**src/verilog/icache_pkg.sv**
```systemverilog
package icache_pkg;

	typedef logic [63:0] addr_t;
	typedef logic [63:0] word_t;

	// line geometry
	localparam int OFFSET_W = 5;
	localparam int BEATS = 4;

	typedef logic [BEATS*64-1:0] line_t;
	typedef logic [1:0] beat_t; // word within a line

	// refill unit to set store
	typedef struct packed {
		logic  valid; // one cycle write strobe
		logic  way;
		addr_t addr;  // line address
		line_t line;
	} fill_t;

	// set store to controller
	typedef struct packed {
		logic  hit;
		logic  hit_way;
		line_t line;
	} lookup_t;

	// memory side command
	typedef struct packed {
		addr_t addr; // word aligned
		beat_t beat;
	} mem_req_t;

endpackage
```
**src/verilog/icache_refill.sv**
```systemverilog
module icache_refill import icache_pkg::*; #(
	parameter int SET_BITS = 7
) (
	input  logic     clk,
	input  logic     rst_n,

	input  logic     refill_start,
	input  addr_t    refill_addr,
	input  logic     refill_way,
	output logic     refill_done,

	output logic     mem_req,
	output mem_req_t mem_cmd,
	input  logic     mem_ack,
	input  word_t    mem_data,

	output fill_t    fill
);

	localparam int TAG_W = 64 - SET_BITS - OFFSET_W;

	typedef logic [TAG_W-1:0] tag_t;
	typedef logic [SET_BITS-1:0] set_t;
	typedef enum logic [1:0] {IDLE, REQ, RELEASE, WRITE} state_t;

	state_t state;
	tag_t   tag_q;
	set_t   set_q;
	logic   way_q;
	beat_t  beat_q;
	line_t  line_q;

	assign mem_cmd.addr = {tag_q, set_q, beat_q, 3'b000};
	assign mem_cmd.beat = beat_q;

	// write strobe and done share the WRITE cycle
	assign refill_done = (state == WRITE);
	assign fill.valid = (state == WRITE);
	assign fill.way = way_q;
	assign fill.addr = {tag_q, set_q, {OFFSET_W{1'b0}}};
	assign fill.line = line_q;

	always_ff @(posedge clk) begin
		if (!rst_n) begin
			state <= IDLE;
			mem_req <= 1'b0;
			beat_q <= '0;
		end else begin
			case (state)
				IDLE: if (refill_start) begin
					beat_q <= '0;
					mem_req <= 1'b1;
					state <= REQ;
				end
				REQ: if (mem_ack) begin
					mem_req <= 1'b0; // data captured below
					state <= RELEASE;
				end
				RELEASE: if (!mem_ack) begin
					if (beat_q == beat_t'(BEATS - 1)) begin
						state <= WRITE;
					end else begin
						beat_q <= beat_q + 1'b1;
						mem_req <= 1'b1;
						state <= REQ;
					end
				end
				WRITE: state <= IDLE;
				default: state <= IDLE;
			endcase
		end
	end

	always_ff @(posedge clk) begin
		if (state == IDLE && refill_start) begin
			{tag_q, set_q} <= refill_addr[63:OFFSET_W];
			way_q <= refill_way;
		end
		if (state == REQ && mem_ack) begin
			line_q <= {mem_data, line_q[BEATS*64-1:64]}; // beat 0 ends lowest
		end
	end

endmodule

```
**config.mk**
```make
export PLATFORM = sky130hd
export DESIGN_NAME = icache_refill
export DESIGN_NICKNAME = d
export VERILOG_FILES = /design/src/verilog/icache_pkg.sv /design/src/verilog/icache_refill.sv
export SDC_FILE = /design/constraint.sdc
export NUM_CORES = 1
export LEC_CHECK = 0
export BUFFER_PORTS_ARGS = -buffer_cell sky130_fd_sc_hd__buf_4
export CORE_AREA = 4 4 202 204
export CTS_CLUSTER_SIZE = 24
export DETAILED_ROUTE_END_ITERATION = 12
export DIE_AREA = 0 0 206 208
export HOLD_SLACK_MARGIN = 0.08
export RECOVER_POWER = 50
export SLEW_MARGIN = 20
export SYNTH_ARGS = -nofsm -noshare
export SYNTH_HDL_FRONTEND = slang
export SYNTH_SLANG_ARGS = --single-unit
export TNS_END_PERCENT = 50
```
**constraint.sdc**
```tcl
create_clock -name clk -period 7.8 [get_ports clk]
set_input_delay 0.39 -clock clk [delete_from_list [all_inputs] [get_ports clk]]
set_output_delay 0.39 -clock clk [all_outputs]
set_load 0.005 [all_outputs]
```
# == Word-level counts from Yosys, hierarchy flattened ==
# Index checks and enable logic that the tools add are counted.
# Widths: inputs -> output; s select.
# op_classes
mux,14
eq_ne,8
add_sub_neg,1
n_reduce_logical,8
# op_table
cell,n
$mux 2,7
$ne 2x2->1 const B,4
$pmux 2 s4,1
$eq 2x2->1 const B,3
$reduce_and 5->1,1
$mux 1,4
$pmux 2 s2,1
$reduce_and 4->1,1
$pmux 1 s3,1
$reduce_and 3->1,1
$reduce_bool 3->1,1
$add 2x1->2 const B,1
$eq 2x1->1 const B,1
$logic_and 1x1->1,2
$logic_not 2->1,1
$reduce_bool 2->1,1
# totals
wordCells,38
regBits,321

# == Longest topological paths before layout ==
# depth
word_depth,4
mapped_depth,4

# == Least setup slack after synthesis ==
# Ideal clock, no wire load.
# synth_timing
path_kind,reg2reg
from,register state[1]
to,"register line_q[0], enable pin"
required_time_ps,7125
arrival_time_ps,7015
stages_incl_launch_ff,3
path_slack_ps,110
n_path_buf,1
synth_period_minus_slack_ps,7690
cell_sequence,dfxtp_1 buf_4 nor2_2
# synth_via
elab_chain_cells,2
# synth_lines
element,line_no,source
start: declaration,icache_refill.sv:26,state_t state;
start signal: assignment,icache_refill.sv:45,state <= IDLE;
start signal: assignment,icache_refill.sv:53,state <= REQ;
start signal: assignment,icache_refill.sv:57,state <= RELEASE;
$eq 2x1->1,icache_refill.sv:79,if (state == REQ && mem_ack) begin
$logic_and 1x1->1,icache_refill.sv:79,
end signal: assignment,icache_refill.sv:80,"line_q <= {mem_data, line_q[BEATS*64-1:64]};"
end: declaration,icache_refill.sv:31,line_t line_q;
# No other way between the ends.
# A chain may end at the register's enable or synchronous reset.

# == Final worst setup path ==
# layout_timing
from,register state[0]
to,"register line_q[209], enable pin"
# Same word-level chain as after synthesis.

==> metrics.cfg <==
[worst_setup_path]
cp_max_fo=173
worstRegToRegCells=4
crit_chain=nand2_2, nor2_4, buf_12, buf_4
end_kind=flop
crit_family=buffers and inverters
critPathBufInv=2
path_class=flop to flop
cp-start-kind=flop
cp_num_cells=4
cp.required_ps=7930
cp_data_arrival_time_ps=3210
critPathSlowestCell=buf_4
cpPeakStageDelay_ps=930

[clock_network]
htreeDepth=2
ctsResizeCount=0
postCtsHoldBufs=125
cts_sinks=321
cts.clk_slew.worst_paths_ps=60
cts_root_buf=clkbuf_16
cts_tree=built
clock_latency_ps=520
post_cts_buffers=0
cts_buffer_depth=3
cts_buffers=36

[floorplanning]
coreArea_um2=39300
std_cell_rows=73
start_util_pct=26.3
fp.dieW_um=206
die_area_um2=42800
io_pins=523
dieHeight_um=208

[yosys]
ys_warn_count=0
ys_seq_area_share_pct=92.7
syn_inst=426
postSynthRegisterBits=321
syn_area_um2=10300
synth_area_per_cell_um2=24.3
yosysUniqueCellTypes=26

[timing]
timing.final.ws_setup_ps=4720
fmax_ghz=0.325
worst_slew_pin_slew_ps=1060
tns_ps=0
period_share_pct=39.5
finClkSkew_ps=18.6
finalHoldViolations=0
drv_slew=0
setup_viol=0
relSlewSlack_pct=29.6
timing.hold.ws_ps=237
fin_crit_ps=3080
rsz0062_at_grt=no

[detailed_routing]
via_count=6113
wire_per_inst_um=18.2
drt-met1-wl_um=10600
top_layer=met4
viasPerCell=3.85
drt_wl_total_um=28900
drt_pass1_iterations=4
drtIter0Drc=346
route.met3.wl_um=2930
drcViolationCount=0
wl_met2_um=14500
drtAntennaViolNets=0

[power_and_ir_drop]
vdd_drop_max_uv=169
total_power_mw=3.94
p_leak_nw=6.29
p_per_area_nw_per_um2=239

[global_route]
grt_pass1_wl_um=41200
overflow=0
grt_use_total_pct=12.8
grt_pass1_vias=6499
antenna_found_initial=6
grt_max_degree=174

[placed_design]
placedCellCount=1397
routabilityCongestion=0.802
post-place-ws_ps=4790
port_buffers=509
dpl_cell_area_um2=14300
post-dp-hpwl_um=20800

[cells_and_area]
drive_gt1_share_pct=46.6
multiInputGateArea_um2=228
area.growth.synth_to_final_pct=59.2
finish.instance_area_um2=16500
fin_nets=1170
fill_cells=3532
finish.utilization_pct=41.9
seq_area_um2=9590
fin_cells=1586

[min_path]
hold_class=input pin to flop
hold_depth=4

[outcome]
status=finished, final reports clean

[job]
maxCapViolations=0

-- registers in the layout, summed over array words and instances (netlist names) --
name / count
set_q: 7
line_q: 256
state: 2
mem_req: 1
way_q: 1
beat_q: 2
tag_q: 52
-- logic make-up (layout without fill, tap and decap cells) --
kind of cell | after synthesis | count (layout) | share of synthesized area (%)
buffers and inverters | 75 | 698 | 5.41
adder cells (fa/ha/maj) | 1 | 1 | 0.121
AND/OR/NAND/NOR | 16 | 16 | 0.931
AO/OA/AOI/OAI | 12 | 12 | 0.798
other | 1 | 13 | 0.0363
flip-flops | 321 | 321 | 92.7
-- worst paths after layout --
check	from	endpoint	slack, ps
hold / removal	refill_start	beat_q[0]	240
hold reg to reg	line_q[127]	line_q[63]	440
setup reg to reg	state[0]	line_q[209]	4720
setup / recovery	state[0]	line_q[209]	4720
-- cell type report --
| type | count | area share [%] |
|---|---|---|
| flip-flops and latches | 321 | 58.2 |
| multi-input cells | 37 | 1.38 |
| repair buffers | 638 | 29.4 |
| clock inverters | 17 | 1.12 |
| clock buffers | 41 | 5.71 |
| inverters | 2 | 0.0456 |
| well taps | 525 | 3.99 |
| diodes | 5 | 0.0760 |
-- layout by cell type, fill, tap and decap left out, types with 2 or more instances in the layout --
cell           synthesis  routed
clkbuf_1               0      81
dfxtp_1                5       5
conb_1                 1       8
clkbuf_4               0     235
clkinv_2               0       6
a21oi_1                3       3
diode_2                0       5
nor2_1                 5       4
nand2b_1               3       3
o21a_1                 3       3
clkinv_1               0       5
nor2_4                 0       2
clkbuf_16              0      37
edfxtp_1             316     316
bufinv_16              0       4
dlygate4sd3_1          0     125
buf_4                 72     199
-- power breakdown --
group | switching, mW | internal [mW]
Clock | 0.636 | 0.991
Sequential | 0.0423 | 1.98
Combinational | 0.119 | 0.169
-- tightest hold or removal path, cell delays in order --
cell     delay (ps)
buf_4            90
nor2_1           30
o21ai_0         130
a21oi_1          60
-- layer usage --
| layer | up-vias | global-route usage, % |
|---|---|---|
| met5 | - | 0 |
| met4 | 0 | 4.66 |
| met3 | 48 | 4.96 |
| met2 | 324 | 22.0 |
| met1 | 2944 | 14.3 |
| li1 | 2797 | - |
-- synthesized netlist by cell type --
| master | number | area, um^2 |
|---|---|---|
| o21ai_1 | 1 | 5.00 |
| buf_4 | 72 | 541 |
| nand2b_1 | 3 | 18.8 |
| nor4_2 | 1 | 12.5 |
| nor2_1 | 5 | 18.8 |
| a21oi_1 | 3 | 15.0 |
| conb_1 | 1 | 3.75 |
| ha_1 | 1 | 12.5 |
| buf_6 | 1 | 11.3 |
| nor2_2 | 1 | 6.26 |
| and2_2 | 1 | 7.51 |
| o21a_1 | 3 | 22.5 |
| nand4b_1 | 1 | 8.76 |
| inv_2 | 1 | 3.75 |
| nand2_1 | 1 | 3.75 |
| a31oi_1 | 1 | 6.26 |
| inv_1 | 1 | 3.75 |
| nand2b_2 | 1 | 8.76 |
| nor3_1 | 1 | 5.00 |
| dfxtp_1 | 5 | 100 |
| o21ai_0 | 1 | 5.00 |
| nand2_2 | 1 | 6.26 |
| a21o_1 | 1 | 7.51 |
| a211oi_2 | 1 | 12.5 |
| edfxtp_1 | 316 | 9490 |
| o311ai_1 | 1 | 8.76 |
(Power assumes the default switching activity.)
