### src/verilog/icache_pkg.sv
package icache_pkg;

	typedef logic [63:0] addr_t;
	typedef logic [63:0] word_t;

	// line geometry
	localparam int OFFSET_W = 5;
	localparam int BEATS = 4;

	typedef logic [BEATS*64-1:0] line_t;
	typedef logic [1:0] beat_t; // word within a line

	// refill unit to set store
	typedef struct packed {
		logic  valid; // one cycle write strobe
		logic  way;
		addr_t addr;  // line address
		line_t line;
	} fill_t;

	// set store to controller
	typedef struct packed {
		logic  hit;
		logic  hit_way;
		line_t line;
	} lookup_t;

	// memory side command
	typedef struct packed {
		addr_t addr; // word aligned
		beat_t beat;
	} mem_req_t;

endpackage
### src/verilog/icache_ctrl.sv
module icache_ctrl import icache_pkg::*; (
	input  logic    clk,
	input  logic    rst_n,

	// fetch side
	input  logic    cpu_req,
	input  addr_t   cpu_addr,
	output logic    cpu_ack,
	output word_t   cpu_data,

	// set store
	output logic    lookup_en,
	output addr_t   lookup_addr,
	input  lookup_t lookup,
	input  logic    victim,

	// refill unit
	output logic    refill_start,
	output addr_t   refill_addr,
	output logic    refill_way,
	input  logic    refill_done
);

	typedef enum logic [2:0] {IDLE, LOOKUP, COMPARE, REFILL, ACK} state_t;

	state_t state;
	logic   rsp_valid; // lookup result registered in the store
	addr_t  addr_q;
	logic   way_q;
	beat_t  word_sel;
	word_t  hit_word;

	assign lookup_addr = addr_q;
	assign refill_addr = {addr_q[63:OFFSET_W], {OFFSET_W{1'b0}}};
	assign refill_way = way_q;

	assign word_sel = addr_q[4:3];
	assign hit_word = lookup.line[word_sel*64 +: 64];

	always_ff @(posedge clk) begin
		if (!rst_n) begin
			state <= IDLE;
			lookup_en <= 1'b0;
			rsp_valid <= 1'b0;
			refill_start <= 1'b0;
			cpu_ack <= 1'b0;
		end else begin
			lookup_en <= 1'b0;
			refill_start <= 1'b0;
			rsp_valid <= lookup_en;

			case (state)
				IDLE: if (cpu_req) begin
					state <= LOOKUP;
				end
				LOOKUP: begin
					lookup_en <= 1'b1; // address latched this edge
					state <= COMPARE;
				end
				COMPARE: if (rsp_valid) begin
					if (lookup.hit) begin
						cpu_ack <= 1'b1;
						state <= ACK;
					end else begin
						refill_start <= 1'b1;
						state <= REFILL;
					end
				end
				REFILL: if (refill_done) begin
					lookup_en <= 1'b1; // second lookup, line now present
					state <= COMPARE;
				end
				ACK: if (!cpu_req) begin
					cpu_ack <= 1'b0;
					state <= IDLE;
				end
				default: state <= IDLE;
			endcase
		end
	end

	always_ff @(posedge clk) begin
		if (state == LOOKUP) begin
			addr_q <= cpu_addr;
		end
		if (state == COMPARE && rsp_valid) begin
			if (lookup.hit) begin
				cpu_data <= hit_word; // held through ACK
			end else begin
				way_q <= victim;
			end
		end
	end

endmodule

### config.mk
export PLATFORM = sky130hd
export DESIGN_NAME = icache_ctrl
export DESIGN_NICKNAME = d
export VERILOG_FILES = /design/src/verilog/icache_pkg.sv /design/src/verilog/icache_ctrl.sv
export SDC_FILE = /design/constraint.sdc
export NUM_CORES = 1
export LEC_CHECK = 0
export BUFFER_PORTS_ARGS = -buffer_cell sky130_fd_sc_hd__buf_2
export CELL_PAD_IN_SITES_DETAIL_PLACEMENT = 1
export CELL_PAD_IN_SITES_GLOBAL_PLACEMENT = 2
export CORE_AREA = 4 4 200 202
export DETAILED_ROUTE_END_ITERATION = 6
export DIE_AREA = 0 0 204 206
export GPL_TIMING_DRIVEN = 1
export PLACE_DENSITY_LB_ADDON = 0.1
export SKIP_LAST_GASP = 1
export SYNTH_ARGS = -nofsm -noshare
export SYNTH_HDL_FRONTEND = slang
export SYNTH_SLANG_ARGS = --single-unit
### constraint.sdc
create_clock -name clk -period 10.4 [get_ports clk]
set_input_delay 1.04 -clock clk [delete_from_list [all_inputs] [get_ports clk]]
set_output_delay 1.04 -clock clk [all_outputs]
set_load 0.1 [all_outputs]
-- Yosys cells after proc, flatten, opt, wreduce, memory -nomap -nowiden
Index checks and enable logic that the tools add are counted.
- equality and inequality tests: 9
- shift operators: 1
- multiplexer cells: 13
- bitwise logic cells: 1
- reduce and logical (&&, ||, !) cells: 8
- operator list (operator ; count):
    $shiftx A256 B9 Y64 ; 1
    $mux W3 ; 5
    $pmux W3 S5 ; 1
    $ne A2 B2 Y1 const B ; 5
    $reduce_and A4 Y1 ; 2
    $eq A3 B2 Y1 const B ; 2
    $mux W1 ; 5
    $pmux W1 S2 ; 2
    $reduce_and A2 Y1 ; 2
    $eq A3 B1 Y1 const B ; 1
    $eq A3 B3 Y1 const B ; 1
    $logic_not A3 Y1 ; 1
    $reduce_and A3 Y1 ; 1
    $reduce_bool A2 Y1 ; 1
    $logic_and A1 B1 Y1 ; 1
    $not A1 Y1 ; 1
- flip-flop bits (word level): 136
- input port bits: 327
- output and inout port bits: 196
- word-level logic and storage cells: 40

-- Depth between registers and ports, before layout
- word-level depth: 3
- mapped depth: 3
- gate-level depth less buffers: 3

-- Least setup slack after synthesis
Ideal clock, no wire load.
- path type: reg2reg
- start: reg state[0]
- end: reg addr_q[0], in the netlist lookup_addr[0], enable pin
- setup time: 565 ps
- data arrival time: 4800 ps
- data required time: 9835 ps
- slack: 5035 ps
- stages on the path, launching flop included: 3
- buffers on the path: 0
- period minus slack after synthesis: 5365 ps
- cell sequence: dfxtp_1 > inv_1 > nor3_1
- word-level cells in the longest chain between the ends: 1
- RTL lines (item ; line ; text):
    from (decl) ; icache_ctrl.sv:26 ; state_t state;
    from (signal assigned) ; icache_ctrl.sv:42 ; state <= IDLE;
    from (signal assigned) ; icache_ctrl.sv:54 ; state <= LOOKUP;
    from (signal assigned) ; icache_ctrl.sv:58 ; state <= COMPARE;
    $eq A3 B1 Y1 ; icache_ctrl.sv:83 ; if (state == LOOKUP) begin
    to (signal assigned) ; icache_ctrl.sv:84 ; addr_q <= cpu_addr;
    to (decl) ; icache_ctrl.sv:28 ; addr_t addr_q;
No other way between the ends.
A chain may end at the register's enable or synchronous reset.

-- Final worst setup path
- start: reg addr_q[3], in the netlist lookup_addr[3]
- end: reg cpu_data[28] (data pin)
- word-level cells in the longest chain between the ends: 1
- RTL lines (item ; line ; text):
    $shiftx A256 B9 Y64 ; icache_ctrl.sv:38 ; assign hit_word = lookup.line[word_sel*64 +: 64];
    via hit_word[28] ; icache_ctrl.sv:31 ; word_t hit_word;
    to (signal assigned) ; icache_ctrl.sv:88 ; cpu_data <= hit_word;
    to (decl) ; icache_ctrl.sv:9 ; output word_t cpu_data,
The timed path passes the listed nets, and every way through them passes these cells.

==> impl_metrics.csv <==
group,metric,value,unit
outcome,outcome,"finished clean",
floorplan,top_level_ports,523,
global_route,grt_max_degree,67,
power_and_ir_drop,clock_power_share,36.7,%
synth,synth_mux_area_share,23.3,%
clock_tree,worst_skew_pair.late_latency,0.43,ns
synth,ys.warnings.count,0,
floorplan,initial_utilization,16.3,%
synth,synth_area_leader_cell,"edfxtp_1",
synth,synthSimpleGateAreaFrac,1.32,%
route,vias_per_cell,3.70,
global_route,gr-usage-all-layers,12.3,%
timing,max_slew.worst_pin.slew,0.989,ns
synth,synth-adder-area-share,0,%
timing,fmax,0.409,GHz
power_and_ir_drop,power.leakage,0.00405,µW
global_route,number_of_global_route_vias_before_repair,5457,
floorplan,floorplan.rows,72,
clock_tree,clock_sink_count,136,
final_layout,num-nets-final,1093,
timing,timing.final.crit_share,23.5,%
floorplan,die_h,206,µm
final_layout,multi_input_comb_area,1610,µm²
clock_tree,htreeDepth,4,
route,drt-initial-drc-count,171,
placed_design,post_dp_cell_area,8890,µm²
power_and_ir_drop,combinationalPowerShare,25.2,%
hold_path,type_of_the_tightest_min_delay_check,"flop to flop",
synth,synth.lib_cells_used.distinct,24,
synth,synth_top_family_by_area,"multiplexers",
global_route,grt_first_pass_wirelength,37100,µm
final_layout,fraction_of_layout_cells_with_a_size_suffix_above_1,78.3,%
final_layout,most_frequent_standard_cell_in_the_layout_excluding_fill_and_tap_cells,"buf_2",
timing,finalHoldViolations,0,
clock_tree,worst_setup_hold_path_clk_slew,0.06,ns
clock_tree,ctsRootBufferMaster,"clkbuf_16",
setup_path,timing.rr.start,"lookup_addr[3]",
timing,fin_setup_tns,0,ns
floorplan,chipWidth,204,µm
clock_tree,cts_inserted_buffers,17,
synth,syn_avg_cell_area,20.8,µm²
route,average_wire_length_per_cell_after_detail_routing,20.9,µm
hold_path,timing.hold.worst_endpoint,"rsp_valid",
global_route,globalRouteOverflowTotal,0,
setup_path,required_time_reported_for_the_critical_path_endpoint,10.57,ns
route,ant_nets_after_route,0,
clock_tree,tritoncts,"done",
timing,slew_headroom,34.1,%
synth,post_synth_instance_area,6250,µm²
clock_tree,cts_repair_resize_count,0,
synth,synth.yosys.seq_area_share,64.2,%
final_layout,register_area,4010,µm²
timing,timing.final.crit_period,2.45,ns
timing,max_slew_violation_total_from_the_final_report,0,
power_and_ir_drop,net-switching-power,566,µW
route,drt_pre_antenna_iters,4,
placed_design,final_estimated_routing_congestion_in_global_placement,0.764,
global_route,grt_antenna_before_repair,18,
power_and_ir_drop,post-layout-total-power,1680,µW
clock_tree,cts_hold_buf,0,
floorplan,core_region_area,38300,µm²
final_layout,fillerInstances,4307,
placed_design,place.port_buffers,516,
timing,unrepaired_setup_endpoints_after_global_routing,"false",
synth,synth_compound_area_share,0.720,%
synth,post_synth_inst_count,301,
route,wl,27300,µm
final_layout,area_growth_syn_to_layout,51.9,%
setup_path,worstPathMaxFanout,43,
synth,number_of_synthesized_register_bits,136,
final_layout,layout_common_cells,"516 x buf_2, 129 x edfxtp_1, 60 x mux4_2",
final_layout,design_area,9500,µm²
clock_tree,cts_buffer_depth,2,
clock_tree,post_cts_buffers,0,
power_and_ir_drop,internal-power,1110,µW
power_and_ir_drop,max-vdd-ir-drop,0.0828,mV
setup_path,worst-setup-path-type,"flop to flop",
placed_design,post_detailed_placement_half_perimeter_wirelength,22800,µm
setup_path,crit_arrival,2.61,ns
setup_path,setup.reg_to_reg.worst_slack,7.95,ns
power_and_ir_drop,sequentialPowerShare,38.1,%
synth,post_synth_xor_area_fraction,0,%
route,dr_total_vias,4830,
route,drc,0,
hold_path,hold_depth,1,
synth,synthTopCellsByArea,"edfxtp_1 62%, mux4_2 22%, buf_4 7.7%, dfxtp_1 2.2%, buf_12 1.9%",
setup_path,worstRegToRegCells,3,
synth,post-synth-top-area-fraction,62.0,%
setup_path,critical_path.reg2reg.endpoint,"cpu_data[28]",
power_and_ir_drop,power_per_cell_area,177,nW/µm²
setup_path,critical_path.endpoint_type,"flop",
timing,final_setup_violation_count,0,
timing,clock-skew-final,0.00513,ns
setup_path,critical_path.startpoint_type,"flop",
flow_run,drv_cap,0,
hold_path,worst_hold_startpoint,"lookup_en",
power_and_ir_drop,netSwitchingFraction,33.7,%
floorplan,die_area,42000,µm²
## worst max-delay path: stages (launching register included)
cell	delay, ns
edfxtp_1	0.34
buf_4	0.39
buf_4	0.72
mux4_1	0.64
## cells in the mapped netlist
cell type / n
nand2_1: 2
and2_1: 3
mux4_1: 4
buf_6: 1
edfxtp_1: 129
nand2b_1: 1
buf_2: 6
o221a_1: 1
a21oi_1: 2
and3_1: 1
dfxtp_1: 7
buf_12: 6
conb_1: 1
inv_1: 1
buf_4: 64
nor2_1: 3
a2bb2oi_1: 1
nor2b_1: 2
mux4_2: 60
clkbuf_2: 1
nor4bb_1: 1
o21a_1: 1
a211oi_1: 1
nor3_1: 2
## through the flow
stage	instances	worst slack [ns]	hold WS (ns)	utilization, %
after global placement	1265	7.88	0.452	23.2
final	1305	7.95	0.460	24.8
after global routing	1300	7.73	0.488	24.8
after CTS	1297	7.83	0.459	24.8
after detailed placement	1265	7.81	0.445	23.2
after floorplan	305	5.04	0.501	-
## layer usage
layer / wire length (µm) / global-route usage, % / vias to the layer above
li1: - / - / 2116
met1: 9190 / 12.0 / 2334
met2: 13900 / 21.8 / 322
met3: 3540 / 7.12 / 38
met4: 446 / 4.07 / 20
met5: 157 / 0 / -
## how the worst max path moves through the flow
| stage | from | end | slack, ns | cells after the start |
|---|---|---|---|---|
| after floorplan | state[0] | lookup_addr[0] | 5.04 | 2 |
| final | lookup_addr[3] | cpu_data[28] | 7.95 | 3 |
| after global routing | lookup_addr[3] | cpu_data[28] | 7.73 | 3 |
| after CTS | lookup_addr[3] | cpu_data[30] | 7.83 | 3 |
| after detailed placement | lookup_addr[3] | cpu_data[28] | 7.81 | 3 |
| after global placement | lookup_addr[3] | cpu_data[10] | 7.88 | 3 |
## layout make-up
cell class	count	share of cell area, %
diodes	8	0.211
clock inverters	13	1.63
flip-flops and latches	136	42.3
clock buffers	19	4.56
well taps	518	6.82
repair buffers	520	27.5
multi-input cells	90	17.0
inverters	1	0.0395
## state kept, by name, summed over array words and instances (netlist names)
name and flops:
cpu_data 64, lookup_addr 64, state 3, cpu_ack 1, lookup_en 1, refill_start 1, refill_way 1, rsp_valid 1
## cell families after synthesis
kind of cell	Yosys count
simple gates	15
compound gates	6
other cells	1
mux	64
flops	136
buf+inv	79
## power groups by stage
stage	clock [µW]	combinational (µW)	sequential, µW
6_report	617	423	640
5_1_grt	665	441	642
4_1_cts	644	430	641
3_5_place_dp	0	429	652
3_3_place_gp	0	427	651
2_1_floorplan	0	217	781
Power figures use the tool's default switching activity.
